### src/hw/ppu_timing_pkg.sv
// Frame geometry, event positions and decode vector layouts, imported by the timing RTL and testbench
package ppu_timing_pkg;

	localparam int h_total        = 341;	// Dots per line
	localparam int v_total        = 262;	// Lines per frame
	localparam int vis_lines      = 240;
	localparam int vblank_line    = 241;	// Blank flag set line
	localparam int prerender_line = 261;

	// Horizontal event positions as counter values
	localparam int sev_dot        = 65;
	localparam int eev_dot        = 256;	// Also last visible fetch dot
	localparam int hb_set_dot     = 257;
	localparam int sync_set_dot   = 277;
	localparam int sync_clr_dot   = 302;
	localparam int burst_set_dot  = 306;
	localparam int burst_clr_dot  = 321;	// Also first prefetch dot
	localparam int prefetch_end   = 336;
	localparam int clip_dots      = 8;	// Left edge clip width

	localparam int vsync_set_line = 244;
	localparam int vsync_clr_line = 247;

	typedef logic [8:0]  h_pos_t;
	typedef logic [8:0]  v_pos_t;
	typedef logic [15:0] h_decode_t;
	typedef logic [7:0]  v_decode_t;

	localparam int hd_fetch_win = 0;
	localparam int hd_nt        = 1;
	localparam int hd_at        = 2;
	localparam int hd_ta        = 3;
	localparam int hd_tb        = 4;
	localparam int hd_sev       = 5;
	localparam int hd_eev       = 6;
	localparam int hd_clip      = 7;
	localparam int hd_hb_set    = 8;
	localparam int hd_hb_clr    = 9;
	localparam int hd_sync_set  = 10;
	localparam int hd_sync_clr  = 11;
	localparam int hd_burst_set = 12;
	localparam int hd_burst_clr = 13;
	localparam int hd_last      = 14;
	localparam int hd_skip      = 15;

	localparam int vd_pic_set   = 0;
	localparam int vd_pic_clr   = 1;
	localparam int vd_vset      = 2;
	localparam int vd_vclr      = 3;
	localparam int vd_vsync_set = 4;
	localparam int vd_vsync_clr = 5;
	localparam int vd_last      = 6;

endpackage

### src/hw/h_decoder.sv
// Combinational decode plane that turns the dot count into the horizontal event bits
module h_decoder import ppu_timing_pkg::*; (
	input  h_pos_t    h_cnt,
	input  v_pos_t    v_cnt,
	input  logic      odd_frame,
	output h_decode_t hdec
);

	logic [2:0] phase;	// Position inside an 8-dot tile slot
	logic       vis_fetch;
	logic       pre_fetch;
	logic       prerender;

	assign phase     = h_cnt[2:0];
	assign vis_fetch = (h_cnt >= 9'd1) && (h_cnt <= eev_dot);
	assign pre_fetch = (h_cnt >= burst_clr_dot) && (h_cnt <= prefetch_end);	// First two tiles
	assign prerender = (v_cnt == prerender_line);

	// Tile fetch window and its four phases
	assign hdec[hd_fetch_win] = vis_fetch | pre_fetch;
	assign hdec[hd_nt]        = (phase == 3'd1);
	assign hdec[hd_at]        = (phase == 3'd3);
	assign hdec[hd_ta]        = (phase == 3'd5);
	assign hdec[hd_tb]        = (phase == 3'd7);

	// Sprite evaluation bounds
	assign hdec[hd_sev] = (h_cnt == sev_dot);
	assign hdec[hd_eev] = (h_cnt == eev_dot);

	assign hdec[hd_clip] = (h_cnt >= 9'd1) && (h_cnt <= clip_dots);

	// Blanking range, held by a flop downstream
	assign hdec[hd_hb_set] = (h_cnt == hb_set_dot);
	assign hdec[hd_hb_clr] = (h_cnt == 9'd1);

	assign hdec[hd_sync_set]  = (h_cnt == sync_set_dot);
	assign hdec[hd_sync_clr]  = (h_cnt == sync_clr_dot);
	assign hdec[hd_burst_set] = (h_cnt == burst_set_dot);
	assign hdec[hd_burst_clr] = (h_cnt == burst_clr_dot);

	// Line wrap points
	assign hdec[hd_last] = (h_cnt == h_total - 1);
	assign hdec[hd_skip] = odd_frame & prerender & (h_cnt == h_total - 2);

endmodule

### src/hw/h_pos_logic.sv
// Horizontal event flops: registered fetch, sprite and clip strobes, blank, sync and burst ranges
module h_pos_logic import ppu_timing_pkg::*; (
	input  logic      pclk,
	input  logic      rst_n,
	input  h_pos_t    h_cnt,
	input  v_pos_t    v_cnt,
	input  h_decode_t hdec,
	input  logic      render_en,
	input  logic      bg_clip,
	input  logic      obj_clip,
	input  logic      vsync,
	input  logic      picture,	// Aligned with reported line
	output h_pos_t    h_pos,
	output v_pos_t    v_pos,
	output logic      fetch_nt,
	output logic      fetch_at,
	output logic      fetch_ta,
	output logic      fetch_tb,
	output logic      s_ev,
	output logic      e_ev,
	output logic      clip_b,
	output logic      clip_o,
	output logic      hblank,
	output logic      hblank_start,
	output logic      sync,
	output logic      burst,
	output logic      sc_cnt
);

	logic fetch_ok;
	logic sev_ok;
	logic hsync_q;	// Horizontal part of sync
	logic burst_q;

	// Dot 0 never fetches, so picture is already valid for the counted line
	assign fetch_ok = render_en & hdec[hd_fetch_win] & (picture | (v_cnt == prerender_line));
	assign sev_ok   = render_en & picture;

	// Reported position, one cycle behind the counters
	always_ff @(posedge pclk or negedge rst_n) begin
		if (!rst_n) begin
			h_pos <= '0;
			v_pos <= '0;
		end else begin
			h_pos <= h_cnt;
			v_pos <= v_cnt;
		end
	end

	always_ff @(posedge pclk or negedge rst_n) begin
		if (!rst_n) begin
			fetch_nt     <= 1'b0;
			fetch_at     <= 1'b0;
			fetch_ta     <= 1'b0;
			fetch_tb     <= 1'b0;
			s_ev         <= 1'b0;
			e_ev         <= 1'b0;
			clip_b       <= 1'b0;
			clip_o       <= 1'b0;
			hblank_start <= 1'b0;
		end else begin
			fetch_nt     <= fetch_ok & hdec[hd_nt];
			fetch_at     <= fetch_ok & hdec[hd_at];
			fetch_ta     <= fetch_ok & hdec[hd_ta];
			fetch_tb     <= fetch_ok & hdec[hd_tb];
			s_ev         <= sev_ok & hdec[hd_sev];
			e_ev         <= sev_ok & hdec[hd_eev];
			clip_b       <= bg_clip & hdec[hd_clip];
			clip_o       <= obj_clip & hdec[hd_clip];
			hblank_start <= hdec[hd_last] | (hdec[hd_skip] & render_en);	// Counter now at dot 0
		end
	end

	// Set/clear range flops, set wins
	always_ff @(posedge pclk or negedge rst_n) begin
		if (!rst_n) begin
			hblank  <= 1'b1;	// Reset position is dot 0
			hsync_q <= 1'b0;
			burst_q <= 1'b0;
		end else begin
			if (hdec[hd_hb_set]) begin
				hblank <= 1'b1;
			end else if (hdec[hd_hb_clr]) begin
				hblank <= 1'b0;
			end
			if (hdec[hd_sync_set]) begin
				hsync_q <= 1'b1;
			end else if (hdec[hd_sync_clr]) begin
				hsync_q <= 1'b0;
			end
			if (hdec[hd_burst_set]) begin
				burst_q <= 1'b1;
			end else if (hdec[hd_burst_clr]) begin
				burst_q <= 1'b0;
			end
		end
	end

	assign sync   = hsync_q | vsync;	// Whole line during vsync
	assign burst  = burst_q & ~vsync;
	assign sc_cnt = hblank & render_en;

endmodule

### src/hw/hv_counters.sv
// Dot and line counters of the timing generator, with line and frame wrap and the odd-frame dot skip
module hv_counters import ppu_timing_pkg::*; (
	input  logic   pclk,
	input  logic   rst_n,
	input  logic   render_en,
	input  logic   hd_last,	// Dot 340 decoded
	input  logic   hd_skip,	// Dot 339 of pre-render line, odd frame
	input  logic   vd_last,	// Pre-render line decoded
	output h_pos_t h_cnt,
	output v_pos_t v_cnt,
	output logic   odd_frame
);

	logic line_end;
	logic frame_end;

	// Short line only while rendering
	assign line_end  = hd_last | (hd_skip & render_en);
	assign frame_end = line_end & vd_last;

	always_ff @(posedge pclk or negedge rst_n) begin
		if (!rst_n) begin
			h_cnt <= '0;
		end else if (line_end) begin
			h_cnt <= '0;
		end else begin
			h_cnt <= h_cnt + 9'd1;
		end
	end

	always_ff @(posedge pclk or negedge rst_n) begin
		if (!rst_n) begin
			v_cnt <= '0;
		end else if (frame_end) begin
			v_cnt <= '0;
		end else if (line_end) begin
			v_cnt <= v_cnt + 9'd1;
		end
	end

	// Frame parity, flips once per frame
	always_ff @(posedge pclk or negedge rst_n) begin
		if (!rst_n) begin
			odd_frame <= 1'b0;
		end else if (frame_end) begin
			odd_frame <= ~odd_frame;
		end
	end

endmodule

### src/hw/ppu_timing_top.sv
// Top of the video timing subsystem, connects counters, decoders, range logic and the vblank flag
module ppu_timing_top import ppu_timing_pkg::*; (
	input  logic   pclk,
	input  logic   rst_n,
	input  logic   render_en,
	input  logic   vbl_en,
	input  logic   bg_clip,
	input  logic   obj_clip,
	input  logic   status_rd,
	output h_pos_t h_pos,
	output v_pos_t v_pos,
	output logic   fetch_nt,
	output logic   fetch_at,
	output logic   fetch_ta,
	output logic   fetch_tb,
	output logic   s_ev,
	output logic   e_ev,
	output logic   clip_b,
	output logic   clip_o,
	output logic   hblank,
	output logic   hblank_start,
	output logic   sync,
	output logic   burst,
	output logic   sc_cnt,
	output logic   picture,
	output logic   vblank,
	output logic   vsync,
	output logic   blnk,
	output logic   vset,
	output logic   vclr,
	output logic   irq,
	output logic   status_d7
);

	h_pos_t    h_cnt;
	v_pos_t    v_cnt;
	logic      odd_frame;
	h_decode_t hdec;
	v_decode_t vdec;

	hv_counters u_counters (
		.pclk      (pclk),
		.rst_n     (rst_n),
		.render_en (render_en),
		.hd_last   (hdec[hd_last]),
		.hd_skip   (hdec[hd_skip]),
		.vd_last   (vdec[vd_last]),
		.h_cnt     (h_cnt),
		.v_cnt     (v_cnt),
		.odd_frame (odd_frame)
	);

	h_decoder u_h_decoder (
		.h_cnt     (h_cnt),
		.v_cnt     (v_cnt),
		.odd_frame (odd_frame),
		.hdec      (hdec)
	);

	v_decoder u_v_decoder (
		.v_cnt (v_cnt),
		.vdec  (vdec)
	);

	h_pos_logic u_h_pos (
		.pclk         (pclk),
		.rst_n        (rst_n),
		.h_cnt        (h_cnt),
		.v_cnt        (v_cnt),
		.hdec         (hdec),
		.render_en    (render_en),
		.bg_clip      (bg_clip),
		.obj_clip     (obj_clip),
		.vsync        (vsync),
		.picture      (picture),
		.h_pos        (h_pos),
		.v_pos        (v_pos),
		.fetch_nt     (fetch_nt),
		.fetch_at     (fetch_at),
		.fetch_ta     (fetch_ta),
		.fetch_tb     (fetch_tb),
		.s_ev         (s_ev),
		.e_ev         (e_ev),
		.clip_b       (clip_b),
		.clip_o       (clip_o),
		.hblank       (hblank),
		.hblank_start (hblank_start),
		.sync         (sync),
		.burst        (burst),
		.sc_cnt       (sc_cnt)
	);

	v_pos_logic u_v_pos (
		.pclk         (pclk),
		.rst_n        (rst_n),
		.vdec         (vdec),
		.hblank_start (hblank_start),
		.render_en    (render_en),
		.picture      (picture),
		.vblank       (vblank),
		.vsync        (vsync),
		.blnk         (blnk),
		.vset         (vset),
		.vclr         (vclr)
	);

	vblank_int u_vblank_int (
		.pclk      (pclk),
		.rst_n     (rst_n),
		.vset      (vset),
		.vclr      (vclr),
		.vbl_en    (vbl_en),
		.status_rd (status_rd),
		.irq       (irq),
		.status_d7 (status_d7)
	);

endmodule

### src/hw/v_decoder.sv
// Combinational decode of the line count into the vertical event bits of the timing generator
module v_decoder import ppu_timing_pkg::*; (
	input  v_pos_t    v_cnt,
	output v_decode_t vdec
);

	always_comb begin
		vdec = '0;	// Top bit is spare

		// Picture range, lines 0 to 239
		vdec[vd_pic_set] = (v_cnt == 9'd0);
		vdec[vd_pic_clr] = (v_cnt == vis_lines);

		// Vertical blank opens after the idle line
		vdec[vd_vset] = (v_cnt == vblank_line);
		vdec[vd_vclr] = (v_cnt == prerender_line);

		vdec[vd_vsync_set] = (v_cnt == vsync_set_line);
		vdec[vd_vsync_clr] = (v_cnt == vsync_clr_line);	// First line after sync

		vdec[vd_last] = (v_cnt == v_total - 1);
	end

endmodule

### src/hw/v_pos_logic.sv
// Vertical range flops updated at each line start, plus vblank set and clear pulses and blanking
module v_pos_logic import ppu_timing_pkg::*; (
	input  logic      pclk,
	input  logic      rst_n,
	input  v_decode_t vdec,
	input  logic      hblank_start,	// Counter sits on dot 0
	input  logic      render_en,
	output logic      picture,
	output logic      vblank,
	output logic      vsync,
	output logic      blnk,
	output logic      vset,
	output logic      vclr
);

	// Edges seen once per line
	always_ff @(posedge pclk or negedge rst_n) begin
		if (!rst_n) begin
			vset <= 1'b0;
			vclr <= 1'b0;
		end else begin
			vset <= hblank_start & vdec[vd_vset];
			vclr <= hblank_start & vdec[vd_vclr];
		end
	end

	always_ff @(posedge pclk or negedge rst_n) begin
		if (!rst_n) begin
			picture <= 1'b1;	// Counters restart on line 0
			vblank  <= 1'b0;
			vsync   <= 1'b0;
		end else if (hblank_start) begin
			if (vdec[vd_pic_set]) begin
				picture <= 1'b1;
			end else if (vdec[vd_pic_clr]) begin
				picture <= 1'b0;
			end
			if (vdec[vd_vset]) begin
				vblank <= 1'b1;
			end else if (vdec[vd_vclr]) begin
				vblank <= 1'b0;
			end
			if (vdec[vd_vsync_set]) begin
				vsync <= 1'b1;
			end else if (vdec[vd_vsync_clr]) begin
				vsync <= 1'b0;
			end
		end
	end

	assign blnk = ~render_en | vblank;	// Forced blank when not rendering

endmodule

### src/hw/vblank_int.sv
// Vertical-blank status flag with read clear, sampled status bit and gated interrupt request
module vblank_int (
	input  logic pclk,
	input  logic rst_n,
	input  logic vset,
	input  logic vclr,
	input  logic vbl_en,	// Interrupt enable
	input  logic status_rd,
	output logic irq,
	output logic status_d7
);

	logic vbl_flag;

	// Set beats a read in the same cycle
	always_ff @(posedge pclk or negedge rst_n) begin
		if (!rst_n) begin
			vbl_flag <= 1'b0;
		end else if (vset) begin
			vbl_flag <= 1'b1;
		end else if (vclr || status_rd) begin
			vbl_flag <= 1'b0;
		end
	end

	// Value the CPU sees on the last read
	always_ff @(posedge pclk or negedge rst_n) begin
		if (!rst_n) begin
			status_d7 <= 1'b0;
		end else if (status_rd) begin
			status_d7 <= vbl_flag;
		end
	end

	assign irq = vbl_flag & vbl_en;

endmodule

### config.mk
export PLATFORM = sky130hd
export DESIGN_NAME = ppu_timing_top
export DESIGN_NICKNAME = d
export VERILOG_FILES = /design/src/hw/ppu_timing_pkg.sv /design/src/hw/h_decoder.sv /design/src/hw/h_pos_logic.sv /design/src/hw/hv_counters.sv /design/src/hw/ppu_timing_top.sv /design/src/hw/v_decoder.sv /design/src/hw/v_pos_logic.sv /design/src/hw/vblank_int.sv
export SDC_FILE = /design/constraint.sdc
export NUM_CORES = 1
export LEC_CHECK = 0
export ABC_AREA = 1
export BUFFER_PORTS_ARGS = -buffer_cell sky130_fd_sc_hd__buf_2
export CORE_ASPECT_RATIO = 0.6
export CORE_UTILIZATION = 58
export DETAILED_ROUTE_END_ITERATION = 7
export GPL_TIMING_DRIVEN = 1
export PLACE_DENSITY = 0.83
export SYNTH_ARGS = -nofsm -noshare
export SYNTH_HDL_FRONTEND = slang
export SYNTH_SLANG_ARGS = --single-unit
### constraint.sdc
create_clock -name pclk -period 2.36 [get_ports pclk]
set_input_delay 0.236 -clock pclk [delete_from_list [all_inputs] [get_ports pclk]]
set_output_delay 0.236 -clock pclk [all_outputs]
set_load 0.005 [all_outputs]
==> reports/qor.yml <==
status: "finished, final reports clean"
cts_resized: 0
synthTopCellsByCount: "55 x nand2_1, 54 x dfrtp_1, 47 x inv_1"
port-buffer-count: 45
design.die.area_um2: 4590
power_frac_seq: 0.627
ys.flop_type: "dfrtp_1"
ctsLongestPathBuffers: 2
slew_viol_final: 0
worst_path_largest_cell_delay_ns: 0.47
critPathKind: "flop to flop"
nFillCells: 336
dieWidth_um: 86.8
drtIter0Drc: 164
cp_top_family: "simple AND/OR/NAND/NOR gates"
required_ns: 2.62
yosys-top-cells-area: "dfrtp_1 54%, nand2_1 8.3%, inv_1 7.1%, nor2_1 5.1%, ha_1 4.5%"
grt_max_degree: 35
r2r-start: "u_counters.h_cnt[1]$_DFF_PN0_"
cts_tree: "built"
post_cts_buffers: 0
async_flop_share: 1.00
track_usage: 0.251
path_common_cell: "inv_1"
cts_root_buf: "clkbuf_8"
clkSinkCount: 56
synth_nets: 290
cp-end-kind: "flop"
cp_cell_sequence: "inv_1 > ha_1 > inv_1 > nor3_1 > inv_1 > nand2_4 > nand2_4 > clkinv_2 > nand2_1 > nand2_1"
htreeDepth: 2
period_needed_ns: 1.70
netlist.area_leader.share: 0.540
setup_tns_ns: 0
p_comb_frac: 0.021
crit_slowest_cell: "dfrtp_1"
first_global_vias: 1739
overflow: 0
cp_num_buf_inv: 4
hp-class: "input pin to flop"
setup_viol: 0
min-delay-start: "status_rd"
powerDensity_nw_per_um2: 528
gp_congestion: 0.923
finalNetCount: 343
dp.cells: 379
switching_power_mw: 0.327
cp_max_fo: 13
vias_per_cell: 5.14
num_rows: 18
final_hold_viol_count: 0
intPower_mw: 1.20
yosysWarnings: 0
syn_avg_cell_area_um2: 9.13
dp_hpwl_um: 3860
max-slew-margin-rel: 0.719
finalCritPeriodShare: 0.721
power.leakage_nw: 1.57
ys_types: 26
antenna_cells: 0
routed_wirelength_um: 5090
worstPathArrival_ns: 1.96
tightest_slew_ns: 0.422
irDropWorstVdd_uv: 402
swShare: 0.214
ys_ff_latch: 56
syn_inst: 274
crit_path_start: "u_counters.h_cnt[1]$_DFF_PN0_"
vias: 1994
netlist_area_um2: 2500
grt_setup_unrepaired: "no"
fin_cells: 388
clkPwrFrac: 0.352
cap_violations: 0
wl_per_cell_um: 13.1
initial_core_util: 0.607
dr.pass1.iters: 4
clock_skew_ns: 0.00779
die_h_um: 52.9
drc: 0
synth_most_common_cell: "nand2_1"
syn_to_final_growth_pct: 16.1
fmax_mhz: 588
core-area_um2: 4120
postRouteAntennaNets: 0
clk_pin_slew_ns: 0.09
grt_antenna_before_repair: 0
synth_edf_count: 0
cp-start-kind: "flop"
grt_pass1_wl_um: 8280
insertion_delay_ns: 0.32
ioPinCount: 46
yosysSeqAreaShare: 0.561
cts-buffers-inserted: 5
yosysTopAreaCell: "dfrtp_1"
drive_above_1_share: 0.204
worst paths after layout:
kind / to / depth (start not counted) / slack [ns]
min: u_vblank_int.status_d7$_DFFE_PN0P_ / 2 / 0.11
max: u_counters.v_cnt[7]$_DFFE_PN0P_ / 10 / 0.66
min in group asynchronous: u_h_pos.h_pos[2]$_DFF_PN0_ / 2 / 0.23
max reg2reg: u_counters.v_cnt[7]$_DFFE_PN0P_ / 10 / 0.66
min reg2reg: u_h_pos.h_pos[7]$_DFF_PN0_ / 0 / 0.47
max in group asynchronous: u_v_pos.picture$_DFFE_PN1P_ / 3 / 1.50
sequential cells by signal, summed over array words and instances (netlist names), 9 cells and up:
register / count
u_counters.h_cnt: 9
u_h_pos.v_pos: 9
u_counters.v_cnt: 9
u_h_pos.h_pos: 9
stage by stage:
| stage | power (mW) | instance area (um2) | util | hold slack [ns] | setup WS (ns) |
|---|---|---|---|---|---|
| 2_1_floorplan | 0.983 | 2500 | - | -0.0596 | 0.853 |
| 3_3_place_gp | 1.01 | 2800 | 0.679 | 0.0336 | 0.771 |
| 3_5_place_dp | 1.01 | 2800 | 0.679 | 0.0360 | 0.692 |
| 4_1_cts | 1.55 | 2900 | 0.704 | 0.105 | 0.669 |
| 5_1_grt | 1.57 | 2900 | 0.704 | 0.116 | 0.441 |
| 6_report | 1.53 | 2900 | 0.704 | 0.109 | 0.658 |
area by class of cell:
type                    instances  area (um2)  area share
well taps                      60        75.1      0.0259
flip-flops and latches         56        1400       0.484
clock inverters                 2        10.0     0.00345
inverters                      48         181      0.0625
repair buffers                 48         250      0.0862
clock buffers                   6        82.6      0.0284
multi-input cells             168         900       0.310
worst reg2reg max path: cells and delay by family, from the launching register on:
family | cells | cell delay, ns
flip-flops | 1 | 0.47
AND/OR/NAND/NOR | 5 | 0.57
buffers and inverters | 4 | 0.42
adder cells (fa/ha/maj) | 1 | 0.20
power groups by stage:
stage	clock, mW	combinational, mW	sequential [mW]
after floorplan	0	0.00303	0.980
after global placement	0	0.0319	0.979
after detailed placement	0	0.0327	0.979
after CTS	0.551	0.0340	0.961
after global routing	0.573	0.0386	0.961
final	0.539	0.0323	0.961
repair_timing:
action                     in CTS  in global routing
hold buffers                    1                  0
setup endpoints to repair       0                  0
hold endpoints to repair       24                  0
metal layers:
layer | share of wire | wire [um] | vias to the layer above | global-route usage
li1 | - | - | 968 | -
met2 | 0.39 | 2010 | 69 | 0.357
met1 | 0.54 | 2730 | 949 | 0.380
met4 | 0.013 | 66 | 0 | 0.0833
met3 | 0.057 | 291 | 8 | 0.0546
met5 | 0 | 0 | - | 0
layout by cell type (no fill, tap or decap):
master / instances
nor4_1: 2
nand3_1: 16
a21oi_1: 2
xnor2_1: 1
nor2_1: 34
nand2_1: 55
inv_1: 47
or2_2: 3
o22ai_1: 1
dlygate4sd3_1: 1
o211ai_1: 2
o21ai_2: 2
o32ai_1: 1
clkbuf_8: 6
nand4_1: 12
dfstp_2: 2
nor2_2: 1
o21ai_0: 8
clkinv_2: 3
o41ai_1: 2
ha_1: 9
nand2_2: 1
nor3_1: 4
buf_4: 2
nand2_4: 2
dfrtp_1: 54
buf_2: 45
xor2_1: 10
cells by family (layout without fill, tap and decap cells):
family,after synthesis,after routing,share of synthesized area
buffers and inverters,50,104,0.0790
adder cells (fa/ha/maj),9,9,0.0450
XOR/XNOR,11,11,0.0385
AO/OA/AOI/OAI,18,18,0.0460
flip-flops,56,56,0.561
AND/OR/NAND/NOR,130,130,0.230
(Power assumes the default switching activity.)
